==> src/design/fetch_macros.svh <==
// width and reset-value macros for the fetch front end
`ifndef FETCH_MACROS_SVH
`define FETCH_MACROS_SVH

// core datapath widths
`define PC_WD         64
`define INST_WD       32  // no compressed instructions

// instruction sram port
`define SRAM_DATA_WD  64  // two instructions per read word
`define SRAM_ADDR_WD  32  // byte address, low 3 bits ignored by the memory

// first fetch address after reset
`define PC_RESETVAL   64'h8000_0000

`endif

==> src/design/fetch_pkg.sv <==
// package with vector types for pc, instruction and sram words
`default_nettype none

`include "fetch_macros.svh"

package fetch_pkg;

  typedef logic [`PC_WD-1:0]        pc_t;         // instruction address
  typedef logic [`INST_WD-1:0]      inst_t;       // one instruction word

  // inst sram side
  typedef logic [`SRAM_ADDR_WD-1:0] sram_addr_t;  // byte address
  typedef logic [`SRAM_DATA_WD-1:0] sram_data_t;  // one 64-bit read word

endpackage

`default_nettype wire

==> src/design/fetch_top.sv <==
// top-level module connecting pc generator, fetch stage and decode stage
`default_nettype none

module fetch_top (
  input  wire                        i_clk,
  input  wire                        i_reset,
  input  wire                        i_es_allowin,
  input  wire fetch_pkg::sram_data_t i_inst_sram_rdata,
  output logic                       o_inst_sram_ren,
  output fetch_pkg::sram_addr_t      o_inst_sram_addr,
  output logic                       o_ds_to_es_valid,
  output fetch_pkg::pc_t             o_ds_to_es_pc,
  output fetch_pkg::inst_t           o_ds_to_es_inst
);

  import fetch_pkg::*;

  // producer to buffer
  logic  pg_to_fs_valid;
  pc_t   pg_pc;
  logic  fs_allowin;

  // buffer to consumer
  logic  fs_to_ds_valid;
  pc_t   fs_pc;
  inst_t fs_inst;
  logic  ds_allowin;

  // branch bus back from decode
  logic  br_taken;
  pc_t   br_target;

  pc_gen u_pc_gen (
    .i_clk            (i_clk),
    .i_reset          (i_reset),
    .i_fs_allowin     (fs_allowin),
    .i_br_taken       (br_taken),
    .i_br_target      (br_target),
    .o_to_fs_valid    (pg_to_fs_valid),
    .o_pc             (pg_pc),
    .o_inst_sram_ren  (o_inst_sram_ren),
    .o_inst_sram_addr (o_inst_sram_addr)
  );

  if_stage u_if_stage (
    .i_clk             (i_clk),
    .i_reset           (i_reset),
    .i_pg_valid        (pg_to_fs_valid),
    .i_pg_pc           (pg_pc),
    .i_cancel          (br_taken),  // taken jal flushes the slot behind it
    .i_ds_allowin      (ds_allowin),
    .i_inst_sram_rdata (i_inst_sram_rdata),
    .o_fs_allowin      (fs_allowin),
    .o_fs_valid        (fs_to_ds_valid),
    .o_fs_pc           (fs_pc),
    .o_fs_inst         (fs_inst)
  );

  id_stage u_id_stage (
    .i_clk            (i_clk),
    .i_reset          (i_reset),
    .i_fs_valid       (fs_to_ds_valid),
    .i_fs_pc          (fs_pc),
    .i_fs_inst        (fs_inst),
    .i_es_allowin     (i_es_allowin),
    .o_ds_allowin     (ds_allowin),
    .o_br_taken       (br_taken),
    .o_br_target      (br_target),
    .o_ds_to_es_valid (o_ds_to_es_valid),
    .o_ds_to_es_pc    (o_ds_to_es_pc),
    .o_ds_to_es_inst  (o_ds_to_es_inst)
  );

endmodule

`default_nettype wire

==> src/design/id_stage.sv <==
// decode stage module with JAL detection, target adder and the branch bus
`default_nettype none

`include "fetch_macros.svh"

module id_stage (
  input  wire                        i_clk,
  input  wire                        i_reset,
  input  wire                        i_fs_valid,
  input  wire fetch_pkg::pc_t        i_fs_pc,
  input  wire fetch_pkg::inst_t      i_fs_inst,
  input  wire                        i_es_allowin,
  output logic                       o_ds_allowin,
  output logic                       o_br_taken,
  output fetch_pkg::pc_t             o_br_target,
  output logic                       o_ds_to_es_valid,
  output fetch_pkg::pc_t             o_ds_to_es_pc,
  output fetch_pkg::inst_t           o_ds_to_es_inst
);

  import fetch_pkg::*;

  localparam logic [6:0] opcode_jal = 7'b110_1111;

  logic  ds_valid;
  logic  ds_allowin;
  pc_t   ds_pc;
  inst_t ds_inst;
  logic  is_jal;
  pc_t   jal_imm;   // sign-extended j-type offset

  assign ds_allowin = !ds_valid || i_es_allowin;

  always_ff @(posedge i_clk) begin
    if (i_reset) begin
      ds_valid <= 1'b0;
    end else if (ds_allowin) begin
      ds_valid <= i_fs_valid;
    end
  end

  always_ff @(posedge i_clk) begin
    if (i_fs_valid && ds_allowin) begin
      ds_pc   <= i_fs_pc;
      ds_inst <= i_fs_inst;
    end
  end

  assign is_jal = (ds_inst[6:0] == opcode_jal);

  // imm[20|10:1|11|19:12] lives in inst[31:12], bit 0 is always zero
  assign jal_imm = {{(`PC_WD-21){ds_inst[31]}},
                    ds_inst[31],
                    ds_inst[19:12],
                    ds_inst[20],
                    ds_inst[30:21],
                    1'b0};

  // redirect only on the edge where the jal actually leaves decode
  assign o_br_taken  = ds_valid && is_jal && i_es_allowin;
  assign o_br_target = ds_pc + jal_imm;

  assign o_ds_allowin     = ds_allowin;
  assign o_ds_to_es_valid = ds_valid;
  assign o_ds_to_es_pc    = ds_pc;
  assign o_ds_to_es_inst  = ds_inst;

endmodule

`default_nettype wire

==> src/design/if_stage.sv <==
// fetch stage module with the slot register, allowin, cancel and half-word select
`default_nettype none

`include "fetch_macros.svh"

module if_stage (
  input  wire                        i_clk,
  input  wire                        i_reset,
  input  wire                        i_pg_valid,
  input  wire fetch_pkg::pc_t        i_pg_pc,
  input  wire                        i_cancel,
  input  wire                        i_ds_allowin,
  input  wire fetch_pkg::sram_data_t i_inst_sram_rdata,
  output logic                       o_fs_allowin,
  output logic                       o_fs_valid,
  output fetch_pkg::pc_t             o_fs_pc,
  output fetch_pkg::inst_t           o_fs_inst
);

  import fetch_pkg::*;

  logic  fs_valid;
  logic  fs_allowin;
  pc_t   fs_pc;
  inst_t inst_lo;
  inst_t inst_hi;

  // empty, or the held slot leaves this cycle (single-cycle stage)
  assign fs_allowin = !fs_valid || i_ds_allowin;

  always_ff @(posedge i_clk) begin
    if (i_reset) begin
      fs_valid <= 1'b0;
    end else if (fs_allowin) begin
      fs_valid <= i_pg_valid;  // wrong path behind a taken jal is replaced here
    end
  end

  // pc of the held slot
  always_ff @(posedge i_clk) begin
    if (i_pg_valid && fs_allowin) begin
      fs_pc <= i_pg_pc;
    end
  end

  // sram word stays put until the next read, so this is stable while stalled
  assign inst_lo = i_inst_sram_rdata[`INST_WD-1:0];
  assign inst_hi = i_inst_sram_rdata[`SRAM_DATA_WD-1:`INST_WD];

  assign o_fs_allowin = fs_allowin;
  assign o_fs_valid   = fs_valid && !i_cancel;  // cancelled slot never reaches decode
  assign o_fs_pc      = fs_pc;
  assign o_fs_inst    = fs_pc[2] ? inst_hi : inst_lo;  // pc[2] picks the upper half

endmodule

`default_nettype wire

==> src/design/pc_gen.sv <==
// pre-fetch stage module with the next-pc register and the inst sram read request
`default_nettype none

`include "fetch_macros.svh"

module pc_gen (
  input  wire                        i_clk,
  input  wire                        i_reset,
  input  wire                        i_fs_allowin,
  input  wire                        i_br_taken,
  input  wire fetch_pkg::pc_t        i_br_target,
  output logic                       o_to_fs_valid,
  output fetch_pkg::pc_t             o_pc,
  output logic                       o_inst_sram_ren,
  output fetch_pkg::sram_addr_t      o_inst_sram_addr
);

  import fetch_pkg::*;

  logic pg_valid;   // a fetch slot is on offer
  pc_t  pc_q;       // sequential next pc
  pc_t  fetch_pc;   // pc offered this cycle
  logic pg_go;      // slot moves into if_stage on this edge

  // a jal leaving decode replaces the sequential pc in the same cycle,
  // so the target read goes out right away and costs a single bubble
  assign fetch_pc = i_br_taken ? i_br_target : pc_q;
  assign pg_go    = pg_valid && i_fs_allowin;

  always_ff @(posedge i_clk) begin
    if (i_reset) begin
      pg_valid <= 1'b0;
    end else begin
      pg_valid <= 1'b1;  // always has a next pc once out of reset
    end
  end

  always_ff @(posedge i_clk) begin
    if (i_reset) begin
      pc_q <= `PC_RESETVAL;
    end else if (pg_go) begin
      pc_q <= fetch_pc + pc_t'(4);
    end
  end

  assign o_to_fs_valid    = pg_valid;
  assign o_pc             = fetch_pc;

  // read only when the slot advances, so the word lines up with the capture
  assign o_inst_sram_ren  = pg_go;
  assign o_inst_sram_addr = fetch_pc[`SRAM_ADDR_WD-1:0];

endmodule

`default_nettype wire

==> config.mk <==
export PLATFORM = sky130hd
export DESIGN_NAME = fetch_top
export DESIGN_NICKNAME = d
export VERILOG_FILES = /design/src/design/fetch_pkg.sv /design/src/design/fetch_top.sv /design/src/design/id_stage.sv /design/src/design/if_stage.sv /design/src/design/pc_gen.sv
export VERILOG_INCLUDE_DIRS = /design/src /design/src/design
export SDC_FILE = /design/constraint.sdc
export NUM_CORES = 1
export LEC_CHECK = 0
export BUFFER_PORTS_ARGS = -buffer_cell sky130_fd_sc_hd__buf_2
export CAP_MARGIN = 0
export CORE_MARGIN = 2
export CORE_UTILIZATION = 53
export DETAILED_ROUTE_END_ITERATION = 8
export PLACE_DENSITY = 0.77
export RECOVER_POWER = 25
export SLEW_MARGIN = 20
export SYNTH_ARGS = -nofsm -noshare
export SYNTH_HDL_FRONTEND = slang
export SYNTH_SLANG_ARGS = --single-unit
==> constraint.sdc <==
create_clock -name i_clk -period 7.8 [get_ports i_clk]
set_input_delay 1.17 -clock i_clk [delete_from_list [all_inputs] [get_ports i_clk]]
set_output_delay 1.17 -clock i_clk [all_outputs]
set_load 0.02 [all_outputs]
Word level (Yosys, flattened, before mapping)
Cells that the tools add are included.
{"block": "word_totals", "reg_bits": 227, "latchBits": 0, "ram_bits": 0, "mem_bits_ro": 0, "in_bits": 67, "output_inout_bits": 130, "word_cells": 23, "mem_count": 0}
{"block": "classes", "n_addsub": 2, "n_mul": 0, "n_div": 0, "n_lt_le_gt_ge": 0, "eq_ne": 1, "shift": 0, "mux": 3, "bitwise": 0, "n_reduce_logical": 10}
{"op": "$add A64 B3 Y64 const B", "count": 1}
{"op": "$add A64 B64 Y64", "count": 1}
{"op": "$mux W64", "count": 1}
{"op": "$mux W32", "count": 1}
{"op": "$eq A7 B7 Y1 const B", "count": 1}
{"op": "$logic_and A1 B1 Y1", "count": 5}
{"op": "$logic_not A1 Y1", "count": 3}
{"op": "$logic_or A1 B1 Y1", "count": 2}
{"op": "$mux W1", "count": 1}

Longest topological paths before layout
Gate-level depths: netlist of the first run.
{"block": "depth", "depth_word": 6, "mapped_depth": 23, "depth_no_buf": 16}

Modules after synthesis
From an unflattened synthesis of the first run, not the netlist that was laid out.
{"block": "hier_totals", "cells_unflattened": 1507, "area_unflattened_um2": 14717.9}
{"mod": "id_stage", "instances": 1, "cells_per_inst": 665, "area_each_um2": 6711.4, "seq_area_each_um2": 2902.8}
{"mod": "pc_gen", "instances": 1, "cells_per_inst": 736, "area_each_um2": 5492.8, "seq_area_each_um2": 1301.2}
{"mod": "if_stage", "instances": 1, "cells_per_inst": 106, "area_each_um2": 2513.7, "seq_area_each_um2": 1941.9}

Worst setup path before layout of the first run
Ideal clock, no wire load.
{"block": "synth_timing", "path_type": "input to register", "start": "input i_es_allowin", "end": "register u_id_stage.ds_inst[0] (netlist: u_id_stage.o_ds_to_es_inst[0]) (enable)", "setup_time_ns": 0.551, "t_arrival_ns": 7.425, "required_ns": 7.249, "slack_ns": -0.176, "path_stages": 13, "path_buffers": 9, "cell_sequence": "nand3_1 or4_4 buf_6 buf_6 buf_6 buf_6 clkbuf_1 clkbuf_1 clkbuf_1 clkbuf_1 clkbuf_1 nand2_1 nor2_1"}
{"block": "synth_via", "elab_chain_len": 4, "elab_cells_between_ends": 5, "classes_between": "reduce/logical: 5"}
{"item": "start, declared", "line": "fetch_top.sv:7", "source": "input wire i_es_allowin,"}
{"item": "$logic_and A1 B1 Y1", "line": "id_stage.sv:60", "source": "assign o_br_taken = ds_valid && is_jal && i_es_allowin;"}
{"item": "$logic_not A1 Y1", "line": "if_stage.sv:51", "source": "assign o_fs_valid = fs_valid && !i_cancel;"}
{"item": "$logic_and A1 B1 Y1", "line": "if_stage.sv:51"}
{"item": "$logic_and A1 B1 Y1 (*)", "line": "id_stage.sv:43", "source": "if (i_fs_valid && ds_allowin) begin"}
{"item": "end signal, assigned", "line": "id_stage.sv:45", "source": "ds_inst <= i_fs_inst;"}
{"item": "end, declared", "line": "id_stage.sv:28", "source": "inst_t ds_inst;"}
Every way passes the cells marked *; elsewhere a longest branch is shown, timed or not.
A chain may end at the register's enable or synchronous reset.

==> impl_metrics.env, run 1 <==
export IMPL_clock_sinks=227
export IMPL_cp_top_family="buffers and inverters"
export IMPL_hold_buffers=0
export IMPL_critPathKind="in -> reg"
export IMPL_synth_distinct_cells=103
export IMPL_endpoint_kind="register"
export IMPL_maxCapViolations=3
export IMPL_hp_start="u_if_stage.o_fs_pc[47]$_DFFE_PP_"
export IMPL_r2r_cells=13
export IMPL_fin_crit_ns=5.335
export IMPL_synth_fp_nets=1723
export IMPL_vias_per_cell=6.223
export IMPL_cts_buffers=26
export IMPL_cp_depth=5
export IMPL_crit_path_end="u_pc_gen.pc_q[62]$_SDFFE_PP0P_"
export IMPL_holdWs_ns=0.4138
export IMPL_io_pins=197
export IMPL_h_tree_depth=1
export IMPL_grt_max_degree=89
export IMPL_critPathMaxStageDelay_ns=1.56
export IMPL_power_leakage_nw=6.334
export IMPL_final_core_util_pct=60.73
export IMPL_critical_path_startpoint="i_reset"
export IMPL_final_cell_mix="nand2_1, buf_2, edfxtp_1"
export IMPL_cts_resized=0
export IMPL_nets=1844
export IMPL_worst_slack_ns=2.465
export IMPL_route_detailed_drc=0
export IMPL_path_clk_slew_ns=0.06
export IMPL_wl_mm=44.24
export IMPL_yosysWarnings=0
export IMPL_ant_nets=0
export IMPL_total_power_mw=3.149
export IMPL_required_ns=8.22
export IMPL_worstReg2RegEnd="u_pc_gen.pc_q[62]$_SDFFE_PP0P_"
export IMPL_worst_pin_slew_ns=2.120
export IMPL_status="finished with violations"
export IMPL_avgSynthCellArea_sq_um=9.218
export IMPL_gp_congestion=0.9851
export IMPL_synth_seq_area_share_pct=41.88
export IMPL_arrival_ns=5.76
export IMPL_portBuffers=196
export IMPL_syn_area_sq_mm=0.01468
export IMPL_clockBufferDepth=3
export IMPL_place_hpwl_mm=33.39
export IMPL_synth_edf_count=160
export IMPL_crit_chain="clkbuf_1 > clkinv_1 > nand2_1 > nor4_1 > a311o_1"
export IMPL_critPathBufInv=2
export IMPL_die_h_um=170.4
export IMPL_rows=60
export IMPL_async_flop_share_pct=0
export IMPL_reg2reg_slack_ns=2.51
export IMPL_setup_violations=0
export IMPL_violations="capacitance limit, slew limit"
export IMPL_mostFrequentLayoutCell="nand2_1"
export IMPL_relSlewSlack_pct=-41.36
export IMPL_final_layout_size_suffix_gt1_share_pct=18.64
export IMPL_finClkSkew_ns=0.01521
export IMPL_grt_pass1_wl_mm=67.87
export IMPL_grt_pass1_vias=12220
export IMPL_dr_pass1_iters=6
export IMPL_ir_drop_mv=0.1743
export IMPL_gr_total_overflow=0
export IMPL_start_kind="primary input"
export IMPL_drv_slew=116
export IMPL_synthToLayoutAreaGrowth_pct=12.15
export IMPL_fin_setup_tns_ns=0
export IMPL_dp_slack_ns=2.610
export IMPL_grt_antenna_before_repair=0
export IMPL_synth_flop_cell="edfxtp_1"
export IMPL_cp_slowest_cell="clkinv_1"
export IMPL_synthTopCellsByArea="edfxtp_1, dfxtp_1, nand2_1, ha_1, a21oi_1"
export IMPL_fp_coreArea_sq_mm=0.02710
export IMPL_start_util_pct=54.15
export IMPL_hold_class="reg -> reg"
export IMPL_p_per_area_mw_per_mm2=191.3
export IMPL_period_share_pct=68.39
export IMPL_insertion_delay_ns=0.54
export IMPL_synth_top_cell_area_share_pct=32.74
export IMPL_fmax_mhz=187.5
export IMPL_dr_first_iter_drc_count=1437
export IMPL_clock_root_buffer="clkbuf_16"
export IMPL_synth_seq_cells=227
export IMPL_diodes=0
export IMPL_syn_inst=1592
export IMPL_die_area_sq_mm=0.02904
export IMPL_num_vias=13100
export IMPL_hold_viol=0
export IMPL_fillers=2346
export IMPL_path_max_fanout=42
export IMPL_rsz0062_at_grt="no"
export IMPL_cts_tree="built"
export IMPL_post_cts_buffers=0
export IMPL_reg2reg_from="u_id_stage.o_ds_to_es_pc[2]$_DFFE_PP_"
export IMPL_post_synth_top_area_cell="edfxtp_1"
export IMPL_fp_dieW_um=170.4
export IMPL_grt_usage_pct=29.93
export IMPL_wl_per_cell_um=21.02
[final cells by class]
class | instances | area, sq um | area share (%)
Clock buffer | 38 | 789.5 | 4.797
Clock inverter | 10 | 98.84 | 0.6006
Inverter | 34 | 128.9 | 0.7830
Multi-Input combinational cell | 1218 | 7794 | 47.35
Sequential cell | 227 | 6146 | 37.34
Tap cell | 372 | 465.4 | 2.828
Timing Repair Buffer | 206 | 1036 | 6.295
[logic make-up (layout without fill, tap and decap cells)]
family / Yosys count / count (layout) / share of synthesized area, %
buffers and inverters: 147 / 288 / 5.124
XOR/XNOR: 62 / 62 / 3.700
AND/OR/NAND/NOR: 610 / 610 / 20.74
flip-flops: 227 / 227 / 41.88
multiplexers: 45 / 45 / 3.351
AO/OA/AOI/OAI: 437 / 437 / 19.70
adder cells (fa/ha/maj): 64 / 64 / 5.508
[power breakdown]
part           switching, mW  internal, mW  total [mW]  leakage [nW]
clock                  0.496         0.765        1.26         0.448
combinational          0.361         0.165       0.526          3.78
sequential            0.0212          1.34        1.36          2.11
total                  0.878          2.27        3.15          6.33
[worst min-delay path by stage]
stage	end	cells after the start
floorplan	u_id_stage.o_ds_to_es_pc[0]$_DFFE_PP_	0
global placement	u_id_stage.o_ds_to_es_pc[9]$_DFFE_PP_	0
detailed placement	u_id_stage.o_ds_to_es_pc[13]$_DFFE_PP_	0
CTS	u_id_stage.o_ds_to_es_pc[47]$_DFFE_PP_	0
global route	u_id_stage.o_ds_to_es_pc[47]$_DFFE_PP_	0
finish	u_id_stage.o_ds_to_es_pc[47]$_DFFE_PP_	0
[layer usage]
metal  routed length (um)  vias up  part of all wire, %  GRT usage (%)
li1                     -     6186                    -              -
met1                19620     6258                   44          43.33
met2                19570      592                   44          46.55
met3                 4013       64                  9.1          5.070
met4                 1040        0                  2.4          7.655
met5                    0        -                    0              0
[through the flow]
step | instances | cell area [sq um]
finish | 2105 | 16460
global placement | 2057 | 15590
detailed placement | 2057 | 15590
floorplan | 1592 | 14680
CTS | 2105 | 16480
global route | 2105 | 16460
[cell usage after synthesis, types with 5 or more instances]
master	n
a211o_1	6
a211oi_1	9
a21boi_0	8
a21o_1	23
a21oi_1	135
a21oi_2	5
a31o_2	5
a31oi_1	13
and2_1	11
and3_1	20
buf_1	7
buf_2	28
buf_4	33
buf_6	5
clkbuf_1	37
dfxtp_1	67
edfxtp_1	160
ha_1	63
inv_1	31
mux2_2	33
mux2i_1	12
nand2_1	235
nand2b_1	9
nand3_1	66
nand4_1	45
nor2_1	104
nor2b_1	5
nor3_1	34
nor4_1	13
o211ai_1	25
o21a_1	17
o21ai_0	87
o21ai_1	16
o21bai_1	7
o31a_1	7
o31ai_1	12
or3_1	13
or4_1	9
xnor2_1	40
xor2_1	22
[state kept, by name, indices dropped and copies added, names as in the netlist]
| name | cells |
|---|---|
| u_if_stage.o_fs_pc | 64 |
| u_id_stage.o_ds_to_es_pc | 64 |
| u_pc_gen.o_to_fs_valid | 1 |
| u_pc_gen.pc_q | 64 |
| u_id_stage.o_ds_to_es_inst | 32 |
| u_id_stage.o_ds_to_es_valid | 1 |
| u_if_stage.fs_valid | 1 |
Note: power is estimated with default switching activity, not from simulation.
==> inputs of run 2 (changes only) <==
- clock period: 7.8 -> 4.3 ns (I/O delays scaled with it)
==> run 2 against run 1 <==
Effect of this change:
- the flow still finishes with violations (capacitance limit, slew limit)
- hold slack worse by 0.016 ns
- non-clock buffer count is 201 higher
- worst setup slack worse by 2.4 ns
- utilization is 7.7 points higher
- critical path type is now reg -> reg
- critical endpoint is now u_pc_gen.pc_q[40]$_SDFFE_PP0P_
- largest power group unchanged
- highest routed layer is now met5
==> impl_metrics.env, run 2 (same netlist as run 1, synthesis figures left out) <==
export IMPL_worst_pin_slew_ns=1.968
export IMPL_insertion_delay_ns=0.55
export IMPL_place_hpwl_mm=37.05
export IMPL_holdWs_ns=0.3977
export IMPL_rows=60
export IMPL_arrival_ns=4.75
export IMPL_grt_max_degree=97
export IMPL_power_leakage_nw=7.445
export IMPL_route_detailed_drc=0
export IMPL_diodes=0
export IMPL_portBuffers=196
export IMPL_p_per_area_mw_per_mm2=312.5
export IMPL_die_area_sq_mm=0.02904
export IMPL_nets=2045
export IMPL_whs_endpoint="u_id_stage.o_ds_to_es_inst[27]$_DFFE_PP_"
export IMPL_hp_start="i_inst_sram_rdata[59]"
export IMPL_seq_area_sq_mm=0.006146
export IMPL_h_tree_depth=1
export IMPL_endpoint_kind="register"
export IMPL_crit_chain="ha_1 > o211ai_1 > o211ai_1 > nand2_2 > buf_4 > a21oi_1 > buf_4 > buf_4 > o211ai_1 > a211o_1 > nand3_1 > and4b_1 > buf_4 > nand4b_1 > buf_4 > buf_4 > or3_1 > a21o_1 > a21oi_1"
export IMPL_rsz0062_at_grt="yes"
export IMPL_grt_pass1_wl_mm=75.40
export IMPL_final_cells=2306
export IMPL_start_util_pct=54.15
export IMPL_violations="capacitance limit, slew limit"
export IMPL_fillers=2164
export IMPL_relSlewSlack_pct=-31.21
export IMPL_critPathMaxStageDelay_ns=0.42
export IMPL_io_pins=197
export IMPL_hold_viol=0
export IMPL_final_cell_mix="nand2_1, buf_4, buf_2"
export IMPL_total_power_mw=5.796
export IMPL_synthToLayoutAreaGrowth_pct=26.40
export IMPL_r2r_cells=19
export IMPL_maxCapViolations=1
export IMPL_dp_cells=2240
export IMPL_cp_slowest_cell="edfxtp_1"
export IMPL_final_layout_size_suffix_gt1_share_pct=31.49
export IMPL_gr_total_overflow=0
export IMPL_finClkSkew_ns=0.02226
export IMPL_clock_sinks=227
export IMPL_multiInputGateArea_sq_mm=0.008329
export IMPL_reg2reg_slack_ns=0.03
export IMPL_cts_buffers=26
export IMPL_grt_pass1_vias=13550
export IMPL_hold_class="in -> reg"
export IMPL_critPathKind="reg -> reg"
export IMPL_gp_congestion=0.9891
export IMPL_drv_slew=34
export IMPL_cp_top_family="compound AO/OA/AOI/OAI gates"
export IMPL_dr_first_iter_drc_count=1478
export IMPL_path_clk_slew_ns=0.06
export IMPL_vias_per_cell=6.123
export IMPL_status="finished with violations"
export IMPL_start_kind="register"
export IMPL_path_common_cell="buf_4"
export IMPL_setup_violations=0
export IMPL_fp_dieW_um=170.4
export IMPL_period_share_pct=99.41
export IMPL_ir_drop_mv=0.3076
export IMPL_wl_per_cell_um=21.39
export IMPL_reg2reg_from="u_id_stage.o_ds_to_es_inst[24]$_DFFE_PP_"
export IMPL_required_ns=4.78
export IMPL_worstReg2RegEnd="u_pc_gen.pc_q[40]$_SDFFE_PP0P_"
export IMPL_mostFrequentLayoutCell="nand2_1"
export IMPL_grt_antenna_before_repair=2
export IMPL_cts_tree="built"
export IMPL_fp_coreArea_sq_mm=0.02710
export IMPL_holdPathStages=2
export IMPL_clockBufferDepth=3
export IMPL_num_vias=14120
export IMPL_grt_usage_pct=33.37
export IMPL_fin_crit_ns=4.275
export IMPL_die_h_um=170.4
export IMPL_fmax_mhz=233.9
export IMPL_clock_root_buffer="clkbuf_16"
export IMPL_ant_nets=0
export IMPL_path_max_fanout=6
export IMPL_wl_mm=49.33
export IMPL_critPathBufInv=6
export IMPL_dr_pass1_iters=6
run 2: cell count changes in the layout (fill, tap and decap cells not counted), moves of 6 or more:
cell	before	now
a21oi_2	5	17
o21ai_0	87	70
ha_4	0	9
clkbuf_1	17	8
buf_2	183	194
o21ai_1	16	27
buf_4	9	201
a21oi_1	135	121
ha_2	0	6
ha_1	63	48
run 2: timing repair:
item                                    4_1_cts  5_1_grt
endpoints found under the hold margin         0        0
endpoints found under the setup margin       15       27
resized for setup                            20       85
hold buffers                                  0        0
pin swaps                                     3       23
setup buffers                                 1       17
run 2: worst max path at each step:
stage | end | slack [ns] | from | cells past startpoint
2_1_floorplan | u_pc_gen.pc_q[62]$_SDFFE_PP0P_ | -0.35 | u_id_stage.o_ds_to_es_inst[31]$_DFFE_PP_ | 14
5_1_grt | u_pc_gen.pc_q[56]$_SDFFE_PP0P_ | -0.08 | u_id_stage.o_ds_to_es_pc[1]$_DFFE_PP_ | 22
4_1_cts | u_pc_gen.pc_q[56]$_SDFFE_PP0P_ | 0.0008 | u_id_stage.o_ds_to_es_inst[31]$_DFFE_PP_ | 17
3_5_place_dp | u_pc_gen.pc_q[53]$_SDFFE_PP0P_ | -0.05 | u_id_stage.o_ds_to_es_pc[1]$_DFFE_PP_ | 15
3_3_place_gp | u_pc_gen.pc_q[40]$_SDFFE_PP0P_ | 0.02 | u_id_stage.o_ds_to_es_inst[31]$_DFFE_PP_ | 18
6_report | u_pc_gen.pc_q[40]$_SDFFE_PP0P_ | 0.03 | u_id_stage.o_ds_to_es_inst[24]$_DFFE_PP_ | 19
run 2: stage by stage:
step / utilization [%] / worst slack (ns) / TNS, ns / cell area (sq um)
floorplan: - / -0.3482 / -1.992 / 14860
global placement: 63.19 / 0.01828 / 0 / 17130
detailed placement: 63.19 / -0.04964 / -0.3036 / 17130
CTS: 66.72 / 0.0007798 / 0 / 18080
global route: 68.44 / -0.07834 / -0.3761 / 18550
finish: 68.44 / 0.02534 / 0 / 18550
run 2: cell type report:
class	count	share of cell area, %
inverters	34	0.7015
clock buffers	36	3.980
repair buffers	407	14.23
flip-flops and latches	227	33.13
multi-input cells	1218	44.90
clock inverters	12	0.5396
well taps	372	2.509
run 2: routing by layer:
| metal | vias up | global-route usage, % | share of wire, % |
|---|---|---|---|
| li1 | 6571 | - | - |
| met1 | 6765 | 46.69 | 43 |
| met2 | 676 | 53.96 | 46 |
| met3 | 103 | 4.605 | 8.1 |
| met4 | 4 | 9.959 | 3.2 |
| met5 | - | 0 | 0.055 |
run 2: report_power, final:
group / internal (mW) / switching [mW] / total (mW)
Combinational: 0.442 / 0.724 / 1.17
Clock: 1.26 / 0.895 / 2.15
Sequential: 2.43 / 0.0450 / 2.48
